$ cat src/logic/synth_pkg.sv
// --------------------------------------------------
// synth datapath widths and voice pitch types
// shared by the sequencers and the output stage
// --------------------------------------------------
package synth_pkg;

	// widths
	// --------------------------------------------------
	localparam int a_bits = 12;     // datapath width
	localparam int oct_bits = 3;    // octave field
	localparam int table_bits = 7;  // mantissa table entry

	// drum sweep field is one mantissa plus two octave bits
	localparam int drum_bits = a_bits - 1 + 2;

	// pitch types
	// --------------------------------------------------
	// table value on top, zero fill below
	typedef logic [a_bits-2:0] mantissa_t;

	typedef logic [oct_bits-1:0] oct_t;

	localparam oct_t oct_silent = '1;  // top octave code means no sound

	typedef struct packed {
		oct_t oct;
		mantissa_t mantissa;
	} voice_pitch_t;  // 14 bits

	typedef struct packed {
		voice_pitch_t chord;
		voice_pitch_t bass;
		voice_pitch_t drums;
	} voice_bundle_t;  // 42 bits

	// idle pitch, used after reset
	localparam voice_pitch_t pitch_silent = '{
		oct: oct_silent,
		mantissa: '0
	};

endpackage

$ cat src/logic/song_pkg.sv
// --------------------------------------------------
// song description types
// player control bits, track positions, note codes
// --------------------------------------------------
package song_pkg;

	// counter and position widths
	// --------------------------------------------------
	localparam int sample_count_bits = 23;
	localparam int track_pos_bits = 2;   // four chord slots per loop
	localparam int bass_pos_bits = 4;    // 16 bass steps per slot
	localparam int silence_log2 = 3;     // chord rests in first eighth of slot

	typedef logic [track_pos_bits-1:0] track_pos_t;
	typedef logic [bass_pos_bits-1:0] bass_pos_t;

	// note encoding
	// --------------------------------------------------
	// upper nibble octave, lower nibble index counted down from C
	typedef logic [7:0] note_t;

	localparam note_t note_silent = 8'hf0;
	localparam note_t note_c = 8'h10 + 8'd27;      // C root, plain
	localparam note_t note_c_mod = 8'h10 + 8'd15;  // C root, modulated
	localparam note_t bass_octave_step = 8'h20;    // bass root two codes lower

	// player control
	// --------------------------------------------------
	typedef struct packed {
		logic silence;        // mute chord and drums
		logic chords_on;      // full chord on last slot
		logic simple_bass;    // plain bass pattern
		logic raise_bass;     // bass one octave up
		logic modulate;       // shift the C root
		logic resolution;     // hold on slot 0
		logic preresolution;  // hold on slot 1
	} player_control_t;

	// position state handed to the sequencers
	typedef struct packed {
		track_pos_t track_pos;   // after resolution overrides
		track_pos_t track_pos0;  // raw counter slot
		bass_pos_t bass_pos;
		logic silence_chord;
	} track_state_t;

endpackage

$ cat src/logic/track_position.sv
// --------------------------------------------------
// track position decode
// slices the sample counter into chord and bass steps
// --------------------------------------------------
`timescale 1ns/10ps

module track_position #(
	parameter int track_log2_wait = 19  // log2 of samples per chord slot
) (
	input logic [song_pkg::sample_count_bits-1:0] sample_counter,
	input song_pkg::player_control_t control,
	output song_pkg::track_state_t state,
	output logic raise_drum
);
	import song_pkg::*;

	// bass steps subdivide one chord slot
	localparam int bass_log2_wait = track_log2_wait - bass_pos_bits;

	track_pos_t track_pos0;
	logic second_loop;
	logic slot_start;

	// raw counter fields
	// --------------------------------------------------
	assign track_pos0 = sample_counter[track_log2_wait+track_pos_bits-1 -: track_pos_bits];
	assign second_loop = sample_counter[track_log2_wait+track_pos_bits];  // loop bit above slots
	assign slot_start = (sample_counter[track_log2_wait-1 -: silence_log2] == '0);

	always_comb begin
		state.track_pos0 = track_pos0;
		state.bass_pos = sample_counter[bass_log2_wait+bass_pos_bits-1 -: bass_pos_bits];

		// resolution overrides, preresolution wins
		if (control.preresolution) begin
			state.track_pos = 2'd1;
		end else if (control.resolution) begin
			state.track_pos = 2'd0;
		end else begin
			state.track_pos = track_pos0;
		end

		// short rest at slot start, only slot 0 under resolution
		state.silence_chord = slot_start && (!control.resolution || track_pos0 == '0);
	end

	// drum goes up in last bar of second loop
	assign raise_drum = (track_pos0 == 2'd3) && second_loop;

endmodule

$ cat src/logic/chord_sequencer.sv
// --------------------------------------------------
// chord root sequencer
// --------------------------------------------------
`timescale 1ns/10ps

module chord_sequencer (
	input song_pkg::track_state_t state,
	input song_pkg::player_control_t control,
	output song_pkg::note_t note
);
	import song_pkg::*;

	note_t c_note;  // root of slot 0

	assign c_note = control.modulate ? note_c_mod : note_c;

	// one root per slot
	// --------------------------------------------------
	always_comb begin
		case (state.track_pos)
			2'd0: note = c_note;
			2'd1: note = 8'h26;
			2'd2: note = 8'h24;
			default: begin
				// last slot darker without full chord
				note = control.chords_on ? 8'h20 : 8'h27;
			end
		endcase

		// rest overrides everything
		if (state.silence_chord || control.silence) begin
			note = note_silent;
		end
	end

endmodule

$ cat src/logic/bass_sequencer.sv
// --------------------------------------------------
// bass sequencer
// two notes per slot, placed by a 16 step pattern
// --------------------------------------------------
`timescale 1ns/10ps

module bass_sequencer (
	input song_pkg::track_state_t state,
	input song_pkg::player_control_t control,
	output song_pkg::note_t note
);
	import song_pkg::*;

	note_t c_note;
	note_t first_note;   // root of the slot
	note_t second_note;  // answering note

	assign c_note = control.modulate ? note_c_mod : note_c;

	// note pair per slot
	// --------------------------------------------------
	always_comb begin
		case (state.track_pos)
			2'd0: begin
				first_note = c_note + bass_octave_step;
				second_note = 8'h36;
			end
			2'd1: begin
				first_note = 8'h31;
				second_note = 8'h36;
			end
			2'd2: begin
				first_note = c_note + bass_octave_step;
				second_note = 8'h34;
			end
			default: begin
				first_note = 8'h34;
				second_note = 8'h37;
			end
		endcase
	end

	// step pattern
	// --------------------------------------------------
	always_comb begin
		note = note_silent;  // gaps between hits
		if (control.simple_bass) begin
			case (state.bass_pos)
				4'd0, 4'd2, 4'd4, 4'd8, 4'd12, 4'd14: note = first_note;
				4'd1, 4'd6, 4'd10, 4'd13: note = second_note;
				default: note = note_silent;
			endcase
		end else if (state.track_pos0 != 2'd3) begin
			case (state.bass_pos)
				4'd0, 4'd2, 4'd4, 4'd5, 4'd8, 4'd12, 4'd13: note = first_note;
				4'd1, 4'd6, 4'd10, 4'd14: note = second_note;
				default: note = note_silent;
			endcase
		end else begin
			// last raw slot, syncopated fill
			case (state.bass_pos)
				4'd0, 4'd4, 4'd8, 4'd9, 4'd12: note = first_note;
				4'd2, 4'd6, 4'd10, 4'd14: note = second_note;
				default: note = note_silent;
			endcase
		end
	end

endmodule

$ cat src/logic/pitch_output.sv
// --------------------------------------------------
// pitch output stage
// note to mantissa/octave, drum sweep, output register
// --------------------------------------------------
`timescale 1ns/10ps

module pitch_output #(
	parameter int track_log2_wait = 19
) (
	input logic clk,
	input logic reset,
	input logic [song_pkg::sample_count_bits-1:0] sample_counter,
	input song_pkg::player_control_t control,
	input song_pkg::note_t chord_note,
	input song_pkg::note_t bass_note,
	input logic raise_drum_next,
	output synth_pkg::voice_bundle_t voices,
	output logic raise_drum
);
	import synth_pkg::*;
	import song_pkg::*;

	// one octave of mantissas counted down from C
	function automatic mantissa_t lookup_mantissa(input logic [3:0] index);
		logic [table_bits:0] value;  // top bit always set and dropped
		case (index)
			4'd0: value = 8'd246;
			4'd1: value = 8'd232;
			4'd2: value = 8'd219;
			4'd3: value = 8'd207;
			4'd4: value = 8'd195;
			4'd5: value = 8'd184;
			4'd6: value = 8'd174;
			4'd7: value = 8'd164;
			4'd8: value = 8'd155;
			4'd9: value = 8'd146;
			4'd10: value = 8'd138;
			4'd11: value = 8'd130;
			default: value = '0;  // unused codes
		endcase
		return {value[table_bits-1:0], {(a_bits-1-table_bits){1'b0}}};
	endfunction

	logic [drum_bits-1:0] drum_freq;  // sweep taken from counter
	oct_t bass_oct0;
	voice_bundle_t voices_next;

	assign drum_freq = sample_counter[track_log2_wait-3 -: drum_bits];
	assign bass_oct0 = bass_note[oct_bits+3:4];

	always_comb begin
		voices_next.chord.oct = chord_note[oct_bits+3:4];
		voices_next.chord.mantissa = lookup_mantissa(chord_note[3:0]);

		voices_next.bass.oct = bass_oct0;
		if (control.raise_bass && bass_oct0 != oct_silent) begin
			voices_next.bass.oct = bass_oct0 - 1'b1;  // lower code is higher pitch
		end
		voices_next.bass.mantissa = lookup_mantissa(bass_note[3:0]);

		voices_next.drums.oct = oct_t'(drum_freq[drum_bits-1 -: 2]);
		voices_next.drums.mantissa = drum_freq[a_bits-2:0];
		if (control.silence || control.resolution) begin
			voices_next.drums.oct = oct_silent;  // drums mute
		end
	end

	// output register
	// --------------------------------------------------
	always_ff @(posedge clk) begin
		if (reset) begin
			voices <= '{chord: pitch_silent, bass: pitch_silent, drums: pitch_silent};
			raise_drum <= 1'b0;
		end else begin
			voices <= voices_next;
			raise_drum <= raise_drum_next;
		end
	end

endmodule

$ cat src/logic/note_player.sv
// --------------------------------------------------
// note player top
// sample counter and controls in, voice pitches out
// --------------------------------------------------
`timescale 1ns/10ps

module note_player #(
	parameter int track_log2_wait = 19  // samples per chord slot, log2
) (
	input logic clk,
	input logic reset,
	input logic [song_pkg::sample_count_bits-1:0] sample_counter,
	input song_pkg::player_control_t control,
	output synth_pkg::voice_bundle_t voices,
	output logic raise_drum
);
	import song_pkg::*;

	track_state_t state;
	note_t chord_note;
	note_t bass_note;
	logic raise_drum_next;  // before output register

	// sequencing, all combinational
	// --------------------------------------------------
	track_position #(.track_log2_wait(track_log2_wait)) i_track_position (
		.sample_counter(sample_counter),
		.control(control),
		.state(state),
		.raise_drum(raise_drum_next)
	);

	chord_sequencer i_chord_sequencer (.state(state), .control(control), .note(chord_note));

	bass_sequencer i_bass_sequencer (.state(state), .control(control), .note(bass_note));

	// lookup and register, one cycle
	pitch_output #(.track_log2_wait(track_log2_wait)) i_pitch_output (
		.clk(clk),
		.reset(reset),
		.sample_counter(sample_counter),
		.control(control),
		.chord_note(chord_note),
		.bass_note(bass_note),
		.raise_drum_next(raise_drum_next),
		.voices(voices),
		.raise_drum(raise_drum)
	);

endmodule

$ cat config.mk
export PLATFORM = sky130hd
export DESIGN_NAME = note_player
export DESIGN_NICKNAME = d
export VERILOG_FILES = /design/src/logic/synth_pkg.sv /design/src/logic/song_pkg.sv /design/src/logic/track_position.sv /design/src/logic/chord_sequencer.sv /design/src/logic/bass_sequencer.sv /design/src/logic/pitch_output.sv /design/src/logic/note_player.sv
export SDC_FILE = /design/constraint.sdc
export NUM_CORES = 1
export LEC_CHECK = 0
export BUFFER_PORTS_ARGS = -buffer_cell sky130_fd_sc_hd__buf_2
export CAP_MARGIN = 25
export CORE_UTILIZATION = 44
export CTS_BUF_LIST = sky130_fd_sc_hd__clkbuf_4 sky130_fd_sc_hd__clkbuf_8 sky130_fd_sc_hd__clkbuf_16
export DETAILED_ROUTE_END_ITERATION = 10
export PLACE_DENSITY = 0.77
export SYNTH_ARGS = -nofsm -noshare
export SYNTH_HDL_FRONTEND = slang
export SYNTH_SLANG_ARGS = --single-unit
export TNS_END_PERCENT = 100
$ cat constraint.sdc
create_clock -name clk -period 3.4 [get_ports clk]
set_clock_uncertainty 0.15 [all_clocks]
set_input_delay 0.51 -clock clk [delete_from_list [all_inputs] [get_ports clk]]
set_output_delay 0.51 -clock clk [all_outputs]
set_load 0.05 [all_outputs]
# Yosys cells after proc, flatten, opt, wreduce, memory -nomap -nowiden
# Memory sizes are Yosys's and may differ from the RTL's. A register that Yosys moved wholly into a read port is not among the register bits.
# Cells that the tools add are included.
[op_classes] n_addsub=2 n_eq_ne=16 n_mux=15 reduce_logical=21
[op_table] cell="one-hot mux 7 bit (2 select lines)" count=4
[op_table] cell="equality test 4 bit, second input constant" count=6
[op_table] cell="two-way mux 7 bit" count=3
[op_table] cell="one-hot mux 6 bit (3 select lines)" count=1
[op_table] cell="equality test 4 x 3 -> 1 bit, second input constant" count=3
[op_table] cell="OR reduction 4 bit" count=3
[op_table] cell="two-way mux 3 bit" count=3
[op_table] cell="OR reduction 2 bit" count=4
[op_table] cell="adder 6 x 6 -> 7 bit, second input constant" count=1
[op_table] cell="OR reduction 7 bit" count=1
[op_table] cell="two-way mux 6 bit" count=1
[op_table] cell="OR reduction 6 bit" count=1
[op_table] cell="OR reduction 5 bit" count=1
[op_table] cell="equality test 2 bit, second input constant" count=2
[op_table] cell="equality test 4 x 1 -> 1 bit, second input constant" count=1
[op_table] cell="equality test 4 x 2 -> 1 bit, second input constant" count=1
[op_table] cell="logical NOT 2 bit" count=2
[op_table] cell="logical NOT 4 bit" count=1
[op_table] cell="two-way mux 2 bit" count=2
[op_table] cell="one-hot mux 2 bit (2 select lines)" count=1
[op_table] cell="logical AND 1 bit" count=3
[op_table] cell="logical NOT 3 bit" count=1
[op_table] cell="logical OR 1 bit" count=3
[op_table] cell="inequality test 3 bit, second input constant" count=1
[op_table] cell="other kinds (4)" count=4
[word_totals] ff_bits=29 romBits=256 in_bits=32 output_inout_bits=43 wordCells=64 mem_count=2
[mem_list] memory="(no name shown)" words=16 width=8 rd=1 rd_clocked_by_memory_dff=1 wr=0 line_no="pitch_output.sv:26" source="case (index)"
[mem_list] memory="(no name shown)" words=16 width=8 rd=1 rd_clocked_by_memory_dff=1 wr=0 line_no="pitch_output.sv:26"

# Longest topological paths before layout
# Gate-level depths: netlist (run 1).
[depth] depth_word=11 mapped_depth=12 depth_no_buf=12

# Cells and area by module
# Synthesis (run 1) repeated with hierarchy kept, for this count alone.
[unflattened] cells_unflattened=230 hier_area_um2=2018.2
[by_module_without_submodules] module="pitch_output" n_inst=1 cells_each=137 area_each_um2=1415.1 seq_area_each_um2=700.7
[by_module_without_submodules] module="bass_sequencer" n_inst=1 cells_each=61 area_each_um2=381.6 seq_area_each_um2=0.0
[by_module_without_submodules] module="chord_sequencer" n_inst=1 cells_each=20 area_each_um2=120.1 seq_area_each_um2=0.0
[by_module_without_submodules] module="track_position" n_inst=1 cells_each=12 area_each_um2=101.3 seq_area_each_um2=0.0

# Least setup slack after synthesis (run 1)
# Ideal clock, no wire load.
[synth_path] kind="input port to flip-flop" start="in control[1] in the netlist's numbering" end="reg i_pitch_output.voices[21] (netlist name)" setup_ns=0.092 arrival_ns=2.634 t_required_ns=3.158 setup_slack_ns=0.524 path_stages=10 n_path_buf=0 cell_sequence="and2b_1 nor2_1 inv_1 ha_1 a2111o_1 o22ai_2 inv_1 ha_1 mux2_2 o32ai_1"
[synth_via] elab_chain_cells=8 elab_cells_between_ends=14 cone_classes="2 x eq/ne; 9 x mux; 3 x reduce/logical"
[synth_rtl] element="from (decl)" line_no="note_player.sv:13" source="input song_pkg::player_control_t control,"
[synth_rtl] element="two-way mux 2 bit (*)" line_no="track_position.sv:37" source="end else if (control.resolution) begin"
[synth_rtl] element="two-way mux 2 bit (*)" line_no="track_position.sv:35" source="if (control.preresolution) begin"
[synth_rtl] element="equality test 2 x 1 -> 1 bit (tied with other cells)" line_no="bass_sequencer.sv:23" source="case (state.track_pos)"
[synth_rtl] element="OR reduction 2 bit (no line)"
[synth_rtl] element="one-hot mux 2 bit (2 select lines) or one-hot mux 7 bit (2 select lines) (tied branches)" line_no="bass_sequencer.sv:23"
[synth_rtl] element="one-hot mux 7 bit (2 select lines) (on tied branches)" line_no="bass_sequencer.sv:61, bass_sequencer.sv:54"
[synth_rtl] element="two-way mux 7 bit" line_no="bass_sequencer.sv:53" source="end else if (state.track_pos0 != 2'd3) begin"
[synth_rtl] element="two-way mux 7 bit (*)" line_no="bass_sequencer.sv:47" source="if (control.simple_bass) begin"
# Mark *: on every way between the ends. The rest lies on a longest branch, timed or not.
# A chain may end at the register's enable or synchronous reset.

# Worst setup path after layout (run 1)
[layout_path] start="in sample_counter[19] in the netlist's numbering" end="reg i_pitch_output.voices[21] (netlist name)"
[layout_via] elab_chain_cells=8 elab_cells_between_ends=15 cone_classes="3 x eq/ne; 9 x mux; 3 x reduce/logical"
[layout_rtl] element="from (decl)" line_no="note_player.sv:12" source="input logic [song_pkg::sample_count_bits-1:0] sample_counter,"
[layout_rtl] element="two-way mux 2 bit" line_no="track_position.sv:37"
[layout_rtl] element="two-way mux 2 bit" line_no="track_position.sv:35"
[layout_rtl] element="equality test 2 x 1 -> 1 bit (tied with other cells)" line_no="bass_sequencer.sv:23"
[layout_rtl] element="OR reduction 2 bit (no line)"
[layout_rtl] element="one-hot mux 2 bit (2 select lines) or one-hot mux 7 bit (2 select lines) (tied branches)" line_no="bass_sequencer.sv:23"
[layout_rtl] element="one-hot mux 7 bit (2 select lines) (on tied branches)" line_no="bass_sequencer.sv:61, bass_sequencer.sv:54"
[layout_rtl] element="two-way mux 7 bit" line_no="bass_sequencer.sv:53"
[layout_rtl] element="two-way mux 7 bit (*)" line_no="bass_sequencer.sv:47"
# Marked as above.

==> results of run 1 <==
## cells in the mapped netlist (2+ instances only)
master,instances
nor2b_1,14
buf_2,4
a211oi_1,3
nor3b_1,2
buf_4,8
mux2i_1,3
o21ai_0,6
a21o_1,2
or2_2,3
nor3_1,3
o22ai_1,4
and2_1,3
inv_1,9
a21oi_1,17
ha_1,14
xnor2_1,3
or3_1,4
nand3_1,7
xor2_1,2
nand2_1,19
dfxtp_1,35
a21boi_0,2
nor2_1,14
nand2b_1,8
mux2_2,2
nor4_1,2
a22oi_1,2
a32oi_1,2
clkbuf_1,7
o211ai_1,3
## power by group through the flow
stage / sequential (mW) / combinational (mW) / clock [mW]
4_1_cts: 0.448 / 0.362 / 0.295
6_report: 0.448 / 0.362 / 0.288
3_5_place_dp: 0.457 / 0.360 / 0
2_1_floorplan: 0.573 / 0.170 / 0
5_1_grt: 0.452 / 0.392 / 0.310
3_3_place_gp: 0.457 / 0.355 / 0
## layout make-up
class / count / area (µm²)
Clock buffer: 6 / 82.6
Clock inverter: 1 / 5.00
Fill cell: 386 / 1760
Inverter: 9 / 33.8
Multi-Input combinational cell: 172 / 1150
Sequential cell: 35 / 701
Tap cell: 50 / 62.6
Timing Repair Buffer: 67 / 350
## cell families (layout without fill, tap and decap cells)
kind of cell | count (synthesis) | after routing
AOI/OAI and AO/OA | 55 | 55
xor gates and xnor gates | 5 | 5
adders and majority gates | 14 | 14
buffers and inverters | 28 | 83
DFF | 35 | 35
muxes | 6 | 6
other | 1 | 8
and+or+nand+nor | 84 | 84
## flip-flops by register name, indices dropped and copies added (netlist names)
name / flops
i_pitch_output.raise_drum: 1
i_pitch_output.voices: 34
## per-stage QoR
step | instances | cell area [µm²]
floorplan | 235 | 1990
global placement | 333 | 2300
detailed placement | 333 | 2300
CTS | 340 | 2390
global route | 340 | 2390
finish | 340 | 2390
## path summary, 6_finish.rpt
check | end | slack [ns] | cells past startpoint
worst max-delay path | i_pitch_output.voices[21] | 0.65 | 12
worst min-delay path | i_pitch_output.voices[26] | 0.29 | 2
## per-layer routing
layer	part of all wire [%]	GRT usage [%]
met5	0	0
met4	1.2	7.65
met3	10	3.29
met2	42	28.4
met1	46	24.2
==> metrics.txt, run 1 <==
Die Span X 68.9 µm; Net Sw Frac 35.6%; # diodes 0; Post-synth EDFFs 0; min Tclk post-route 2.75 ns; Max Fclk 0.363 GHz; max-slew violations 0; Syn. warnings 0; post-synthesis compound-gate area fraction 20.2%; Post-Synth Simple-Gate Area 22.3%; via count 1781; Worst path slowest cell a2111o_1; commonest cells after routing, fill and taps aside buf_2, dfxtp_1, nand2_1; Post-Route WL 4230 µm; run status complete, no violations; H-tree levels 2; cell chain of the critical path buf_2 > and2b_1 > nor2_1 > inv_1 > ha_1 > nor3_1 > a2111o_1 > o22ai_2 > inv_1 > ha_1 > mux2_2 > o32ai_1; vias per cell 5.24; gr ovfl total 0; final net count 336; Critical Path Fanout Max 8; 1st-iter DRT viols 78; sequential power share 40.8%; Core Area 0.00414 mm²; Critical Path RT 3.43 ns; crit path buf inv count 3; setup repair bufs after CTS 0; Fin Setup TNS 0 ns; CP endpoint kind flop; GPL Wtd Cong 0.895; die area 0.00474 mm²; # DRC 0; Starting Density 47.5%; total CTS buffers 5; Int Power 0.707 mW; HPWL Detailed 3120 µm; Synth Area in XOR/XNOR 2.23%; crit-path leading delay family compound AO/OA/AOI/OAI gates; Clock Tree Buf Depth 2; NetSw 0.391 mW; via count of the first global-routing pass 1418; kind of critical path in2reg; combinational share of power 33.0%; fin crit share 81.0%; post-synth cell types 51; die height 68.9 µm; Worst VDD drop 202 µV; hold_sp control[3]; setup slack after layout 0.647 ns; final setup fails 0; Tot Pwr 1.10 mW; Critical Path Source sample_counter[19]; Layout Utilization 57.6%; Mapped Area 0.00197 mm²; clock root cell clkbuf_8; Min Hold Slack 0.292 ns; crit start category input port; Slew HR 64.0%; multiplexer share of the synthesized area 3.44%; RSZ-0062 raised after global routing false; most common flop cell mapped by yosys dfxtp_1; Rows 23; PD cells 460 mW/mm²; top cells by area, synth dfxtp_1, ha_1, nor2b_1; drt pass-1 iters 4; first-pass GRT wire length 6400 µm; Pleak 1.13 nW; largest family of logic cells by synthesized area simple AND/OR/NAND/NOR gates; Adder-Cell Fraction of Synth Area 8.91%; CTS clock-pin slew for the worst setup and hold paths 0.06 ns; Antenna Nets Post-Route 0; share of cells above drive strength 1 29.0%; Post-Synthesis Cells 228; Final Hold Vio Count 0; Max-Cap Viols 0; Post-synth ARST share 0%; pre-CTS setup slack 0.373 ns; gr usage total 18.1%; Seq cells post-synth 35; post-synth top area cell dfxtp_1; Seq/Total Area, Yosys 35.6%; slowest stage delay, CP 0.40 ns; most common cell after layout, fill and taps aside buf_2; Buffers on Ports 61; clock network fraction of total power 26.2%; CP arrival 2.78 ns; Post-Syn Area per Cell 8.63 µm²; share of the synthesized area in the top cell type 35.6%; WL/cell 12.4 µm; clock sinks 35; TritonCTS clock tree done; # resized after CTS 0; Hold/Removal Path Class in2reg; Ports 75; actual slew at the worst max-slew pin 0.540 ns; hold_buf cts 0; Area growth, synth to finish 21.4%; antenna violations before repair 0; largest net degree at the start of global routing 29
Note: power is estimated with default switching activity, not from simulation.
==> run 2, diff against run 1 <==
--- a/config.mk
+++ b/config.mk
@@ -10,7 +10,7 @@
 export CORE_UTILIZATION = 44
 export CTS_BUF_LIST = sky130_fd_sc_hd__clkbuf_4 sky130_fd_sc_hd__clkbuf_8 sky130_fd_sc_hd__clkbuf_16
 export DETAILED_ROUTE_END_ITERATION = 10
-export PLACE_DENSITY = 0.77
+export PLACE_DENSITY = 0.8
 export SYNTH_ARGS = -nofsm -noshare
 export SYNTH_HDL_FRONTEND = slang
 export SYNTH_SLANG_ARGS = --single-unit
==> constraint.sdc (replaced) <==
create_clock -name clk -period 2.3 [get_ports clk]
set_clock_uncertainty 0.15 [all_clocks]
set_input_delay 0.345 -clock clk [delete_from_list [all_inputs] [get_ports clk]]
set_output_delay 0.345 -clock clk [all_outputs]
set_load 0.05 [all_outputs]
==> run 2 against run 1 <==
  * Hold slack got worse by 0.18 ns
  * Combinational power grew 83%
  * Sequential power rose by 48%
  * Critical path type unchanged
  * Largest cell class unchanged
  * Core utilization rose by 11 points
  * Non-clock buffer count grew 42
  * Worst setup slack worse by 0.60 ns
  * Sequential cell count stayed put
  * Final cell count increased by 12%
  * Via count grew 15%
==> metrics.txt, run 2 (synthesis results as in run 1) <==
Post-Route WL 5190 µm; Buffers on Ports 61; Critical Path Source control[1]; Reg with most FFs i_pitch_output.voices; first-pass GRT wire length 7890 µm; Core Area 0.00414 mm²; # DRC 0; Finished Cell Area 0.00285 mm²; vias per cell 5.38; largest net degree at the start of global routing 29; Starting Density 47.5%; Rows 23; most common cell after layout, fill and taps aside buf_2; 1st-iter DRT viols 96; HPWL Detailed 3680 µm; WL/cell 13.6 µm; RSZ-0062 raised after global routing true; run status complete, no violations; final setup fails 0; total CTS buffers 5; Critical Path Fanout Max 6; Max-Cap Viols 0; Slew HR 66.0%; CP endpoint i_pitch_output.voices[21]; Max Fclk 0.443 GHz; Worst VDD drop 249 µV; actual slew at the worst max-slew pin 0.509 ns; via count of the first global-routing pass 1751; H-tree levels 2; Pleak 1.35 nW; share of cells above drive strength 1 44.0%; GPL Wtd Cong 0.885; fin crit share 98.2%; crit start category input port; Antenna Nets Post-Route 0; final net count 378; antenna violations before repair 0; CTS clock-pin slew for the worst setup and hold paths 0.07 ns; commonest cells after routing, fill and taps aside buf_2, buf_4, dfxtp_1; clock root cell clkbuf_8; Ports 75; Hold/Removal Path Class in2reg; Post-DP Area 0.00261 mm²; gr usage total 22.5%; gr ovfl total 0; die area 0.00474 mm²; Post-Place Cells 369; crit path buf inv count 3; Area growth, synth to finish 44.8%; CP endpoint kind flop; clock sinks 35; stages on the worst setup path 12; PD cells 618 mW/mm²; kind of critical path in2reg; max-slew violations 0; crit-path leading delay family compound AO/OA/AOI/OAI gates; final cell count without fillers 382; Worst path slowest cell a2111o_1; via count 2055; Critical Path RT 2.35 ns; min Tclk post-route 2.26 ns; CP arrival 2.31 ns; drt pass-1 iters 4; CP dominant cell by count ha_4; top flop regs i_pitch_output.voices: 34 flops, i_pitch_output.raise_drum: 1 flops; # diodes 0; Clock Tree Buf Depth 2; cell chain of the critical path buf_6 > and2b_2 > nor2_4 > inv_4 > ha_4 > nor3_1 > a2111o_1 > o22ai_2 > inv_2 > ha_4 > mux2_4 > o32ai_2; slowest stage delay, CP 0.40 ns; max FFs per register 34; Tot Pwr 1.76 mW; Final Hold Vio Count 0; die height 68.9 µm; Die Span X 68.9 µm; TritonCTS clock tree done
==> run 2: how the worst min path moves through the flow <==
stage,start,end,slack (ns),depth (start not counted)
4_1_cts,control[3],i_pitch_output.voices[26],0.10,2
5_1_grt,sample_counter[5],i_pitch_output.voices[1],0.13,2
6_report,control[3],i_pitch_output.voices[26],0.11,2
2_1_floorplan,control[3],i_pitch_output.voices[26],0.30,1
3_3_place_gp,control[3],i_pitch_output.voices[26],0.40,2
3_5_place_dp,control[3],i_pitch_output.voices[26],0.40,2
==> run 2: per-stage QoR <==
| step | hold slack [ns] | setup slack (ns) | util, % | TNS [ns] |
|---|---|---|---|---|
| finish | 0.108 | 0.0420 | 68.8 | 0 |
| global route | 0.127 | -0.0597 | 68.8 | -0.138 |
| CTS | 0.104 | -0.00719 | 68.1 | -0.00719 |
| detailed placement | 0.400 | -0.365 | 63.0 | -3.47 |
| floorplan | 0.299 | -0.206 | - | -0.657 |
| global placement | 0.401 | -0.293 | 63.0 | -2.67 |
==> run 2: what timing repair did <==
| action | 4_1_cts | 5_1_grt |
|---|---|---|
| resized for setup | 17 | 8 |
| buffers inserted | 6 | 0 |
| pin swaps | 7 | 6 |
| hold buffers | 0 | 0 |
| endpoints found under the setup margin | 2 | 10 |
==> run 2: power breakdown <==
group | internal (mW) | switching, mW
clock | 0.235 | 0.203
sequential | 0.653 | 0.00950
combinational | 0.238 | 0.422
total | 1.13 | 0.635
==> run 2: final cells by class <==
cell class,instances,area [µm²]
Sequential cell,35,701
Clock buffer,6,82.6
Tap cell,50,62.6
Multi-Input combinational cell,172,1280
Inverter,9,36.3
Timing Repair Buffer,109,686
Fill cell,324,1290
Clock inverter,1,5.00
==> run 2: metal layers <==
metal  track usage, %  vias up  share of wire [%]
li1                 -      988                  -
met1             26.9      937                 42
met2             38.7      120                 47
met3             4.77       10                8.9
met4             9.44        0                1.9
met5                0        -                  0
==> run 3, diff against run 2 <==
--- a/config.mk
+++ b/config.mk
@@ -10,8 +10,9 @@
 export CORE_UTILIZATION = 44
 export CTS_BUF_LIST = sky130_fd_sc_hd__clkbuf_4 sky130_fd_sc_hd__clkbuf_8 sky130_fd_sc_hd__clkbuf_16
 export DETAILED_ROUTE_END_ITERATION = 10
-export PLACE_DENSITY = 0.8
+export PLACE_DENSITY = 0.79
 export SYNTH_ARGS = -nofsm -noshare
 export SYNTH_HDL_FRONTEND = slang
+export SYNTH_HIERARCHICAL = 1
 export SYNTH_SLANG_ARGS = --single-unit
 export TNS_END_PERCENT = 100
==> run 3 against run 2 <==
  * Worst setup slack improved by 0.093 ns
  * Core utilization is 7.1 points lower
  * Hold slack better by 0.0078 ns
  * Maximum frequency increased by 4.3%
  * Count of clock-buffer cells in the layout decreased by 1
  * Combinational power shrank 5.6%
  * Critical path depth unchanged
  * Sequential share of layout area rose by 1.3 points
==> metrics.txt, run 3 <==
run status complete, no violations; area occupied by multi-input gates 0.00120 mm²; crit-path leading delay family compound AO/OA/AOI/OAI gates; Starting Density 45.9%; Post-Route WL 4190 µm; WL/cell 11.5 µm; Clock Tree Buf Depth 2; vias per cell 4.87; GPL Wtd Cong 0.850; Core Area 0.00438 mm²; Critical Path RT 2.32 ns; CTS clock-pin slew for the worst setup and hold paths 0.07 ns; die height 69.6 µm; final setup fails 0; clock root cell clkbuf_8; antenna violations before repair 0; H-tree levels 2; first-pass GRT wire length 7020 µm; gr ovfl total 0; Net Sw Frac 34.9%; CP endpoint i_pitch_output/voices[19]; fin crit share 94.1%; combinational share of power 34.1%; TritonCTS clock tree done; HPWL Detailed 3060 µm; cell chain of the critical path buf_2 > inv_1 > a21o_2 > and2_4 > mux2_4 > o21ai_1 > a21oi_1 > a211oi_2 > inv_2 > ha_1 > o21bai_2 > a221oi_2; Mapped Area 0.00201 mm²; Hold/Removal Path Class in2reg; share of cells above drive strength 1 42.3%; stages on the worst setup path 12; slowest stage delay, CP 0.29 ns; largest net degree at the start of global routing 22; Worst path slowest cell mux2_4; FILL cells 388; max FFs per register 34; crit start category input port; Int Power 1.19 mW; area occupied by registers 701 µm²; final net count 358; Antenna Nets Post-Route 0; Critical Path Fanout Max 4; top flop regs i_pitch_output/voices: 34 flops, i_pitch_output/raise_drum: 1 flops; die area 0.00484 mm²; drt pass-1 iters 4; min Tclk post-route 2.17 ns; Pleak 1.32 nW; Post-Place Cells 354; sequential power share 36.4%; 1st-iter DRT viols 49; final cell count without fillers 364; total CTS buffers 5; # diodes 0; # DRC 0; RSZ-0062 raised after global routing false; Reg with most FFs i_pitch_output/voices; Area growth, synth to finish 34.5%; CP arrival 2.19 ns; commonest cells after routing, fill and taps aside buf_2, dfxtp_1, buf_4; Buffers on Ports 61; gr usage total 17.7%; setup slack after layout 0.135 ns; Max-Cap Viols 0; Die Span X 69.6 µm; via count 1772; max-slew violations 0; Syn. warnings 6; crit path buf inv count 3; most common cell after layout, fill and taps aside buf_2; Max Fclk 0.462 GHz; Worst Hold Depth 2; Final Hold Vio Count 0; Worst VDD drop 238 µV; kind of critical path in2reg; Rows 24; pre-CTS setup slack -0.162 ns; PD cells 678 mW/mm²; NetSw 0.640 mW; Layout Utilization 61.7%; Post-Syn Area per Cell 8.78 µm²; Critical Path Source control[1]; Post-Synthesis Cells 229; Ports 75; via count of the first global-routing pass 1641; CP endpoint kind flop; clock network fraction of total power 29.6%; clock sinks 35
## run 3: cell count changes in the layout (fill, tap and decap cells not counted), moves of 3 or more
| cell | previous run | this run |
|---|---|---|
| nor2_1 | 11 | 18 |
| nand2_1 | 19 | 6 |
| buf_4 | 47 | 33 |
| inv_1 | 7 | 15 |
| nand3_1 | 7 | 3 |
| o21ai_1 | 0 | 6 |
| nand2b_1 | 8 | 5 |
| buf_2 | 59 | 62 |
| o22ai_1 | 4 | 0 |
| o211ai_1 | 3 | 0 |
## run 3: final cells by class
cell class                      count  share of cell area (%)
Clock buffer                        5                    2.55
Clock inverter                      3                    1.62
Inverter                           17                    2.36
Multi-Input combinational cell    157                    44.5
Sequential cell                    35                    25.9
Tap cell                           52                    2.41
Timing Repair Buffer               95                    20.6
## run 3: through the flow
step | hold slack (ns) | setup TNS, ns | power, mW | instance area [µm²]
3_5_place_dp | 0.411 | -1.12 | 1.27 | 2520
3_3_place_gp | 0.402 | -0.589 | 1.26 | 2520
2_1_floorplan | 0.295 | -0.590 | 1.13 | 2100
5_1_grt | 0.127 | 0 | 1.93 | 2700
6_report | 0.116 | 0 | 1.83 | 2700
4_1_cts | 0.107 | 0 | 1.82 | 2630
## run 3: how the worst min path moves through the flow
stage	endpoint	slack, ns	startpoint
2_1_floorplan	i_pitch_output/voices[11]	0.29	sample_counter[15]
3_3_place_gp	i_pitch_output/voices[5]	0.40	sample_counter[9]
3_5_place_dp	i_pitch_output/voices[6]	0.41	sample_counter[10]
4_1_cts	i_pitch_output/voices[6]	0.11	sample_counter[10]
5_1_grt	i_pitch_output/voices[6]	0.13	sample_counter[10]
6_report	i_pitch_output/voices[6]	0.12	sample_counter[10]
## run 3: layer usage
metal / track usage [%] / vias to the layer above / wire (µm)
met2: 28.5 / 68 / 1930
met3: 3.92 / 4 / 248
met5: 0 / - / 0
li1: - / 915 / -
met1: 23.1 / 785 / 1980
met4: 6.80 / 0 / 33
## run 3: power by group through the flow
stage	logic [mW]	clock network [mW]	registers, mW
after global routing	0.670	0.586	0.672
final	0.624	0.542	0.666
after global placement	0.577	0	0.679
after floorplan	0.267	0	0.863
after CTS	0.592	0.559	0.667
after detailed placement	0.588	0	0.681
## run 3: what timing repair did
item / 4_1_cts / 5_1_grt
setup buffers: 0 / 1
hold buffers: 0 / 0
resized for setup: 0 / 13
endpoints found under the hold margin: 0 / 0
endpoints found under the setup margin: 0 / 4
